File: src/logic/wexIsaPkg.sv
// WEX instruction format definitions
`default_nettype none

package wexIsaPkg;

	localparam int slotBits = 32;
	localparam int gprBits = 6;
	localparam int immBits = 33;
	localparam int shortImmBits = 6;
	localparam int jumboPayloadBits = 24;

	typedef logic [2*slotBits-1:0] bundleWord_t; // Slot 1 in the upper half
	typedef logic [slotBits-1:0] slotWord_t;
	typedef logic [gprBits-1:0] gprIdx_t;
	typedef logic [immBits-1:0] immVal_t;
	typedef logic [shortImmBits-1:0] shortImm_t;
	typedef logic [jumboPayloadBits-1:0] jumboBits_t;

	localparam gprIdx_t gprZero = '1; // Zero register, also marks unused

	typedef enum logic [3:0]
	{
		opNop = 4'd0,
		opAdd,
		opSub,
		opAnd,
		opOr,
		opXor,
		opShad,
		opCmpEq,
		opCmpGt,
		opMov,
		opLdq,
		opStq,
		opAddi,
		opMovi,
		opSpare, // Decodes as opInvop
		opInvop
	} uOpcode_t;

	// Prefix fields, positions within one slot
	localparam int prefixHi = 15;
	localparam int prefixLo = 12;
	localparam logic [3:0] prefixPredicated = 4'hE;
	localparam logic [3:0] prefixUncond = 4'hF;
	localparam int prefixDfBit = 10; // Pred-false or WEX
	localparam int prefixWexHiBit = 11;
	localparam int prefixWexLoBit = 9;
	localparam int jumboHi = 15;
	localparam int jumboLo = 9;
	localparam logic [6:0] jumboMark = 7'h7F;
	localparam int jumboHeadHi = 7; // Payload is bits 7:0 then 31:16
	localparam int jumboTailLo = 16;

	// Operation fields
	localparam int opcodeHi = 31;
	localparam int opcodeLo = 28;
	localparam int rnHi = 27;
	localparam int rnLo = 22;
	localparam int rmHi = 21;
	localparam int rmLo = 16;
	localparam int roHi = 5;
	localparam int roLo = 0;
	localparam int widthHi = 7;
	localparam int widthLo = 6;
	localparam logic [1:0] widthWide = 2'b11;

	function automatic immVal_t sextShort(input shortImm_t value);
		return {{(immBits - shortImmBits){value[shortImmBits-1]}}, value};
	endfunction

endpackage

`default_nettype wire

File: src/logic/wexDecPkg.sv
// WEX decode stage types
`default_nettype none

package wexDecPkg;

	typedef enum logic [1:0]
	{
		predAlways = 2'd0,
		predIfTrue,
		predIfFalse
	} predMode_t;

	typedef struct packed
	{
		logic is32; // E or F prefix
		predMode_t predMode;
		logic wexFlag;
		logic isJumbo; // Slot 0 only
	} slotClass_t;

	typedef struct packed
	{
		wexIsaPkg::uOpcode_t opcode;
		wexIsaPkg::gprIdx_t regN;
		wexIsaPkg::gprIdx_t regM;
		wexIsaPkg::gprIdx_t regO;
		wexIsaPkg::shortImm_t shortImm; // Zero for register ops
		logic isImm;
		logic isWide;
	} slotFields_t;

	typedef struct packed
	{
		wexIsaPkg::uOpcode_t opcode;
		predMode_t predMode;
		wexIsaPkg::gprIdx_t regN;
		wexIsaPkg::gprIdx_t regM;
		wexIsaPkg::gprIdx_t regO;
		wexIsaPkg::immVal_t imm;
	} laneUop_t;

	localparam laneUop_t nopUop = '{
		opcode: wexIsaPkg::opNop,
		predMode: predAlways,
		regN: wexIsaPkg::gprZero,
		regM: wexIsaPkg::gprZero,
		regO: wexIsaPkg::gprZero,
		imm: '0
	};

	localparam laneUop_t invUop = '{
		opcode: wexIsaPkg::opInvop,
		predMode: predAlways,
		regN: wexIsaPkg::gprZero,
		regM: wexIsaPkg::gprZero,
		regO: wexIsaPkg::gprZero,
		imm: '0
	};

endpackage

`default_nettype wire

File: src/logic/bundleClassifier.sv
// Bundle prefix classifier
`default_nettype none

module bundleClassifier
(
	input wire wexIsaPkg::bundleWord_t bundleWord,
	input wire logic wexEnable,
	output wexDecPkg::slotClass_t slotClass0,
	output wexDecPkg::slotClass_t slotClass1,
	output wexIsaPkg::jumboBits_t jumboBits
);

	wexIsaPkg::slotWord_t slot0;
	wexIsaPkg::slotWord_t slot1;

	// Same prefix rules for either slot
	function automatic wexDecPkg::slotClass_t classifySlot(
		input wexIsaPkg::slotWord_t slot,
		input logic wexEn
	);
		wexDecPkg::slotClass_t cls;
		logic [3:0] nibble;
		cls = '0;
		nibble = slot[wexIsaPkg::prefixHi:wexIsaPkg::prefixLo];
		if (nibble == wexIsaPkg::prefixUncond)
		begin
			cls.is32 = 1'b1; // Unconditional
			cls.predMode = wexDecPkg::predAlways;
			cls.wexFlag = wexEn && slot[wexIsaPkg::prefixDfBit];
		end
		else if (nibble == wexIsaPkg::prefixPredicated)
		begin
			cls.is32 = 1'b1;
			cls.predMode = slot[wexIsaPkg::prefixDfBit] ?
				wexDecPkg::predIfFalse : wexDecPkg::predIfTrue;
			// Predicated WEX form
			cls.wexFlag = wexEn && slot[wexIsaPkg::prefixWexHiBit] &&
				slot[wexIsaPkg::prefixWexLoBit];
		end
		return cls;
	endfunction

	assign slot0 = bundleWord[wexIsaPkg::slotBits-1:0];
	assign slot1 = bundleWord[2*wexIsaPkg::slotBits-1:wexIsaPkg::slotBits];

	always_comb
	begin
		slotClass0 = classifySlot(slot0, wexEnable);
		slotClass0.isJumbo =
			(slot0[wexIsaPkg::jumboHi:wexIsaPkg::jumboLo] == wexIsaPkg::jumboMark);
		slotClass1 = classifySlot(slot1, wexEnable); // Never a jumbo prefix
	end

	// Payload used only when slot 0 is a jumbo prefix
	assign jumboBits = {
		slot0[wexIsaPkg::jumboHeadHi:0],
		slot0[wexIsaPkg::slotBits-1:wexIsaPkg::jumboTailLo]
	};

endmodule

`default_nettype wire

File: src/logic/opFieldDecoder.sv
// Slot field decoder
`default_nettype none

module opFieldDecoder
(
	input wire wexIsaPkg::slotWord_t slotWord,
	output wexDecPkg::slotFields_t slotFields
);

	wexIsaPkg::uOpcode_t opcode;
	logic isImm;
	logic wideForm;

	always_comb
	begin
		opcode = wexIsaPkg::uOpcode_t'(slotWord[wexIsaPkg::opcodeHi:wexIsaPkg::opcodeLo]);
		if (opcode == wexIsaPkg::opSpare)
		begin
			opcode = wexIsaPkg::opInvop; // Spare encoding is not an op
		end
	end

	assign isImm = opcode inside {
		wexIsaPkg::opAddi,
		wexIsaPkg::opMovi,
		wexIsaPkg::opLdq,
		wexIsaPkg::opStq
	};

	assign wideForm =
		(slotWord[wexIsaPkg::widthHi:wexIsaPkg::widthLo] == wexIsaPkg::widthWide);

	always_comb
	begin
		slotFields.opcode = opcode;
		slotFields.regN = slotWord[wexIsaPkg::rnHi:wexIsaPkg::rnLo];
		slotFields.regM = slotWord[wexIsaPkg::rmHi:wexIsaPkg::rmLo];
		slotFields.isImm = isImm;
		slotFields.isWide = wideForm && !isImm; // Immediate forms are never wide
		if (isImm)
		begin
			// Ro field carries the short immediate
			slotFields.regO = wexIsaPkg::gprZero;
			slotFields.shortImm = slotWord[wexIsaPkg::roHi:wexIsaPkg::roLo];
		end
		else
		begin
			slotFields.regO = slotWord[wexIsaPkg::roHi:wexIsaPkg::roLo];
			slotFields.shortImm = '0;
		end
	end

endmodule

`default_nettype wire

File: src/logic/dualLanePairer.sv
// Register pairing for wide ops
`default_nettype none

module dualLanePairer
(
	input wire wexDecPkg::slotFields_t wideFields,
	output wexDecPkg::laneUop_t pairLo,
	output wexDecPkg::laneUop_t pairHi
);

	logic swapLanes;

	// Even/odd pair index, swap bit picks which half lands in lane A
	function automatic wexIsaPkg::gprIdx_t pairReg(
		input wexIsaPkg::gprIdx_t r,
		input logic swap
	);
		return {r[0], r[4:1], swap};
	endfunction

	assign swapLanes = wideFields.opcode inside {
		wexIsaPkg::opCmpEq,
		wexIsaPkg::opCmpGt,
		wexIsaPkg::opShad
	};

	always_comb
	begin
		pairLo.opcode = wideFields.opcode;
		pairLo.predMode = wexDecPkg::predAlways; // Router applies slot predicate
		pairLo.regN = pairReg(wideFields.regN, swapLanes);
		pairLo.regM = pairReg(wideFields.regM, swapLanes);
		pairLo.regO = pairReg(wideFields.regO, swapLanes);
		pairLo.imm = wexIsaPkg::sextShort(wideFields.shortImm);

		pairHi = pairLo;
		pairHi.regN = pairLo.regN ^ wexIsaPkg::gprIdx_t'(1); // Other half of the pair
		pairHi.regM = pairLo.regM ^ wexIsaPkg::gprIdx_t'(1);
		pairHi.regO = pairLo.regO ^ wexIsaPkg::gprIdx_t'(1);
	end

endmodule

`default_nettype wire

File: src/logic/laneRouter.sv
// Lane assignment and output register
`default_nettype none

module laneRouter
(
	input wire logic clock,
	input wire logic reset,
	input wire wexDecPkg::slotClass_t slotClass0,
	input wire wexDecPkg::slotClass_t slotClass1,
	input wire wexDecPkg::slotFields_t fields0,
	input wire wexDecPkg::slotFields_t fields1,
	input wire wexIsaPkg::jumboBits_t jumboBits,
	input wire wexDecPkg::laneUop_t pairLo,
	input wire wexDecPkg::laneUop_t pairHi,
	output wexDecPkg::slotFields_t scalarFields,
	output wexDecPkg::laneUop_t laneA,
	output wexDecPkg::laneUop_t laneB
);

	localparam int jumboExtBits =
		wexIsaPkg::immBits - wexIsaPkg::jumboPayloadBits - wexIsaPkg::shortImmBits;

	wexDecPkg::laneUop_t nextA;
	wexDecPkg::laneUop_t nextB;

	function automatic wexDecPkg::laneUop_t slotUop(
		input wexDecPkg::slotFields_t f,
		input wexDecPkg::predMode_t pred
	);
		wexDecPkg::laneUop_t u;
		u.opcode = f.opcode;
		u.predMode = pred;
		u.regN = f.regN;
		u.regM = f.regM;
		u.regO = f.regO;
		u.imm = f.isImm ? wexIsaPkg::sextShort(f.shortImm) : '0;
		return u;
	endfunction

	// Jumbo form runs slot 1 as the scalar op
	assign scalarFields = slotClass0.isJumbo ? fields1 : fields0;

	always_comb
	begin
		nextA = wexDecPkg::nopUop;
		nextB = wexDecPkg::nopUop;
		if (slotClass0.isJumbo)
		begin
			nextA = slotUop(scalarFields, slotClass1.predMode);
			if (scalarFields.isImm)
			begin
				nextA.imm = {
					{jumboExtBits{jumboBits[wexIsaPkg::jumboPayloadBits-1]}},
					jumboBits,
					scalarFields.shortImm
				};
			end
		end
		else if (slotClass0.wexFlag && slotClass1.wexFlag)
		begin
			nextA = wexDecPkg::invUop; // No third lane for a WEX3 bundle
		end
		else if (slotClass0.wexFlag)
		begin
			// WEX pair, the later slot goes to lane A
			nextA = slotUop(fields1, slotClass1.predMode);
			nextB = slotUop(fields0, slotClass0.predMode);
		end
		else if (!slotClass0.is32)
		begin
			nextA = wexDecPkg::invUop; // No 16-bit decoder
		end
		else if (scalarFields.isWide)
		begin
			nextA = pairLo;
			nextA.predMode = slotClass0.predMode;
			nextB = pairHi;
			nextB.predMode = slotClass0.predMode;
		end
		else
		begin
			nextA = slotUop(scalarFields, slotClass0.predMode);
		end
	end

	always_ff @(posedge clock)
	begin
		if (reset)
		begin
			laneA <= wexDecPkg::nopUop;
			laneB <= wexDecPkg::nopUop;
		end
		else
		begin
			laneA <= nextA;
			laneB <= nextB;
		end
	end

endmodule

`default_nettype wire

File: src/logic/wexDecoder.sv
// Two-wide WEX lane decoder
`default_nettype none

module wexDecoder
(
	input wire logic clock,
	input wire logic reset,
	input wire wexIsaPkg::bundleWord_t bundleWord,
	input wire logic wexEnable,
	output wexDecPkg::laneUop_t laneA,
	output wexDecPkg::laneUop_t laneB
);

	wexDecPkg::slotClass_t slotClass0;
	wexDecPkg::slotClass_t slotClass1;
	wexIsaPkg::jumboBits_t jumboBits;
	wexDecPkg::slotFields_t fields0;
	wexDecPkg::slotFields_t fields1;
	wexDecPkg::slotFields_t scalarFields;
	wexDecPkg::laneUop_t pairLo;
	wexDecPkg::laneUop_t pairHi;

	bundleClassifier i_bundleClassifier
	(
		.bundleWord(bundleWord),
		.wexEnable(wexEnable),
		.slotClass0(slotClass0),
		.slotClass1(slotClass1),
		.jumboBits(jumboBits)
	);

	opFieldDecoder i_opFieldDecoder0
	(
		.slotWord(bundleWord[wexIsaPkg::slotBits-1:0]),
		.slotFields(fields0)
	);

	opFieldDecoder i_opFieldDecoder1
	(
		.slotWord(bundleWord[2*wexIsaPkg::slotBits-1:wexIsaPkg::slotBits]),
		.slotFields(fields1)
	);

	dualLanePairer i_dualLanePairer
	(
		.wideFields(scalarFields),
		.pairLo(pairLo),
		.pairHi(pairHi)
	);

	laneRouter i_laneRouter
	(
		.clock(clock),
		.reset(reset),
		.slotClass0(slotClass0),
		.slotClass1(slotClass1),
		.fields0(fields0),
		.fields1(fields1),
		.jumboBits(jumboBits),
		.pairLo(pairLo),
		.pairHi(pairHi),
		.scalarFields(scalarFields),
		.laneA(laneA),
		.laneB(laneB)
	);

endmodule

`default_nettype wire

File: config.mk
export PLATFORM = sky130hd
export DESIGN_NAME = wexDecoder
export DESIGN_NICKNAME = d
export VERILOG_FILES = /design/src/logic/wexIsaPkg.sv /design/src/logic/wexDecPkg.sv /design/src/logic/bundleClassifier.sv /design/src/logic/opFieldDecoder.sv /design/src/logic/dualLanePairer.sv /design/src/logic/laneRouter.sv /design/src/logic/wexDecoder.sv
export SDC_FILE = /design/constraint.sdc
export NUM_CORES = 1
export LEC_CHECK = 0
export ABC_AREA = 1
export ABC_CLOCK_PERIOD_IN_PS = 1400
export BUFFER_PORTS_ARGS = -buffer_cell sky130_fd_sc_hd__buf_2
export CORE_ASPECT_RATIO = 0.9
export CORE_UTILIZATION = 30
export DETAILED_ROUTE_END_ITERATION = 16
export SLEW_MARGIN = 0
export SYNTH_ARGS = -nofsm -noshare
export SYNTH_HDL_FRONTEND = slang
export SYNTH_SLANG_ARGS = --single-unit
File: constraint.sdc
create_clock -name clock -period 1.4 [get_ports clock]
set_input_delay 0.21 -clock clock [delete_from_list [all_inputs] [get_ports clock]]
set_output_delay 0.21 -clock clock [all_outputs]
set_load 0.02 [all_outputs]
==> impl_metrics.env <==
export IMPL_fmax_mhz=776
export IMPL_syn_area_mm2=0.00415
export IMPL_drtPass1Iterations=6
export IMPL_yosys_warnings=0
export IMPL_ios=181
export IMPL_die_area_mm2=0.0143
export IMPL_synth_seq_cells=84
export IMPL_syn_inst=575
export IMPL_std_cell_rows=40
export IMPL_power_density_mw_per_mm2=935
export IMPL_wl_um=13700
export IMPL_detailedPlace_worstSlack_ns=-0.215
export IMPL_cts_htree_levels=3
export IMPL_tightest_slew_ns=0.355
export IMPL_cts_made_buffers=9
export IMPL_dp_hpwl_um=10800
export IMPL_status="finished clean"
export IMPL_start_util_pct=30.9
export IMPL_yosysSeqAreaShare_pct=40.5
export IMPL_die_h_um=114
export IMPL_cts_setup_buffers=0
export IMPL_die_x_um=126
export IMPL_rsz0062_at_grt="no"
export IMPL_slew_violations=0
export IMPL_finalCritPeriodShare_pct=92.0
export IMPL_final_cell_mix="178 x buf_2, 142 x nand2_1, 84 x dfxtp_1"
export IMPL_grt_pass1_vias=4001
export IMPL_fill_cells=1399
export IMPL_worst_slack_ns=0.111
export IMPL_n_antenna_cell=0
export IMPL_holdPathStages=3
export IMPL_path_max_fanout=28
export IMPL_port_buffers=178
export IMPL_fin_util_pct=44.3
export IMPL_drt_initial_drc_count=384
export IMPL_fin_nets=856
export IMPL_hold_viol=0
export IMPL_cts_sink_count=84
export IMPL_viasPerCell=4.65
export IMPL_grt_pass1_wl_um=21300
export IMPL_detail_route_antenna_nets=0
export IMPL_setup_violations=0
export IMPL_final_layout_size_suffix_gt1_share_pct=41.1
export IMPL_final_common_cell="buf_2"
export IMPL_remaining_drc_errors=0
export IMPL_track_usage_pct=19.5
export IMPL_syn2layout_area_growth_pct=43.2
export IMPL_finalCriticalPeriod_ns=1.29
export IMPL_synth_cell_types=34
export IMPL_min_from="bundleWord[59]"
export IMPL_maxCapViolations=0
export IMPL_max_vdd_ir_drop_v=0.000527
export IMPL_leakage_nw=2.98
export IMPL_min_path_type="input pin to flop"
export IMPL_clk_pin_slew_ns=0.06
export IMPL_antenna_found_initial=0
export IMPL_cp_arrival_ns=1.08
export IMPL_vias=4469
export IMPL_grt_max_degree=29
export IMPL_avgSynthCellArea_um2=7.22
export IMPL_wl_per_cell_um=14.2
export IMPL_gp_congestion=0.845
export IMPL_endpoint_kind="primary output"
export IMPL_maxSlewHeadroom_pct=76.3
export IMPL_syn_nets=642
export IMPL_core_area_mm2=0.0134
export IMPL_startpoint_type="flop"
export IMPL_path_class="flop to primary output"
export IMPL_cts_tree="done"
export IMPL_worstPathRequired_ns=1.19
export IMPL_cts_root_buf="clkbuf_16"
export IMPL_grt_ovfl_total=0
export IMPL_clock_path_buffers=2
export IMPL_min_to="i_laneRouter.laneA[50]"
[critical path, stage by stage, from the launching register on]
cell and delay [ns]:
dfxtp_1 0.31, buf_4 0.21, buf_2 0.21
[worst max path at each step]
stage               slack (ns)                      to  depth (start not counted)              startpoint
detailed placement       -0.22   i_laneRouter.laneA[5]                         10          bundleWord[62]
floorplan                 0.02  i_laneRouter.laneA[11]                         10           bundleWord[9]
finish                    0.11               laneB[21]                          2  i_laneRouter.laneB[31]
CTS                       0.08               laneB[21]                          2  i_laneRouter.laneB[31]
global route             0.008  i_laneRouter.laneA[34]                         12          bundleWord[61]
global placement         -0.19  i_laneRouter.laneA[37]                         12          bundleWord[61]
[per-stage QoR]
stage	setup TNS, ns	power [mW]	area (µm²)	std cells	hold WS (ns)
finish	0	5.56	5940	962	0.0794
floorplan	0	2.84	4160	575	0.289
detailed placement	-10.58	3.21	5640	946	0.429
CTS	0	5.63	5940	962	0.0652
global route	0	5.83	5940	962	0.0718
global placement	-9.37	3.21	5640	946	0.428
[cells in the mapped netlist, drive strengths merged]
| master | number | area (µm²) |
|---|---|---|
| a31oi | 6 | 37.5 |
| clkbuf | 9 | 33.8 |
| o21bai | 1 | 7.51 |
| a21oi | 52 | 335 |
| a211oi | 2 | 15.0 |
| o21ai | 47 | 239 |
| o22ai | 3 | 18.8 |
| inv | 49 | 186 |
| o2111ai | 2 | 17.5 |
| nand3b | 4 | 30.0 |
| o21a | 1 | 7.51 |
| nand4 | 4 | 25.0 |
| dfxtp | 84 | 1680 |
| nor2 | 45 | 218 |
| nand3 | 58 | 320 |
| clkinv | 3 | 11.3 |
| buf | 50 | 353 |
| nor3 | 4 | 20.0 |
| nand2 | 151 | 592 |
[per-layer routing]
metal  up-vias  global-route usage [%]  part of all wire, %  wire length (µm)
li1       2273                       -                    -                 -
met1      1984                    26.6                   47              6460
met2       193                    30.2                   44              6020
met3        19                    4.03                  6.6               905
met4         0                    7.47                  2.1               282
met5         -                       0                    0                 0
[power breakdown]
| group | leakage (nW) | internal [mW] | switching (mW) |
|---|---|---|---|
| sequential | 0.682 | 2.43 | 0.0110 |
| clock | 0.146 | 1.39 | 1.00 |
| combinational | 2.16 | 0.290 | 0.435 |
[timing repair]
action,in CTS,in global routing
hold endpoints to repair,0,0
gates resized for setup,0,2
hold buffers,0,0
endpoints found under the setup margin,0,5
[sequential cells by signal, summed over array words and instances, names as in the netlist]
register / flops
i_laneRouter.laneB: 30
i_laneRouter.laneA: 54
[kinds of logic (layout without fill, tap and decap cells)]
group	count (synthesis)	after routing	share of synthesized area [%]
AOI/OAI and AO/OA	114	114	16.3
buffers and inverters	111	330	14.1
DFF	84	84	40.5
and+or+nand+nor	266	266	29.0
[layout make-up]
type	count	area [µm²]	area share (%)
flip-flops and latches	84	1680	28.3
repair buffers	262	1660	27.9
clock buffers	9	225	3.79
inverters	52	198	3.33
clock inverters	7	73.8	1.24
multi-input cells	380	1890	31.9
well taps	168	210	3.54
No activity file was read; power rests on OpenSTA's default activity.
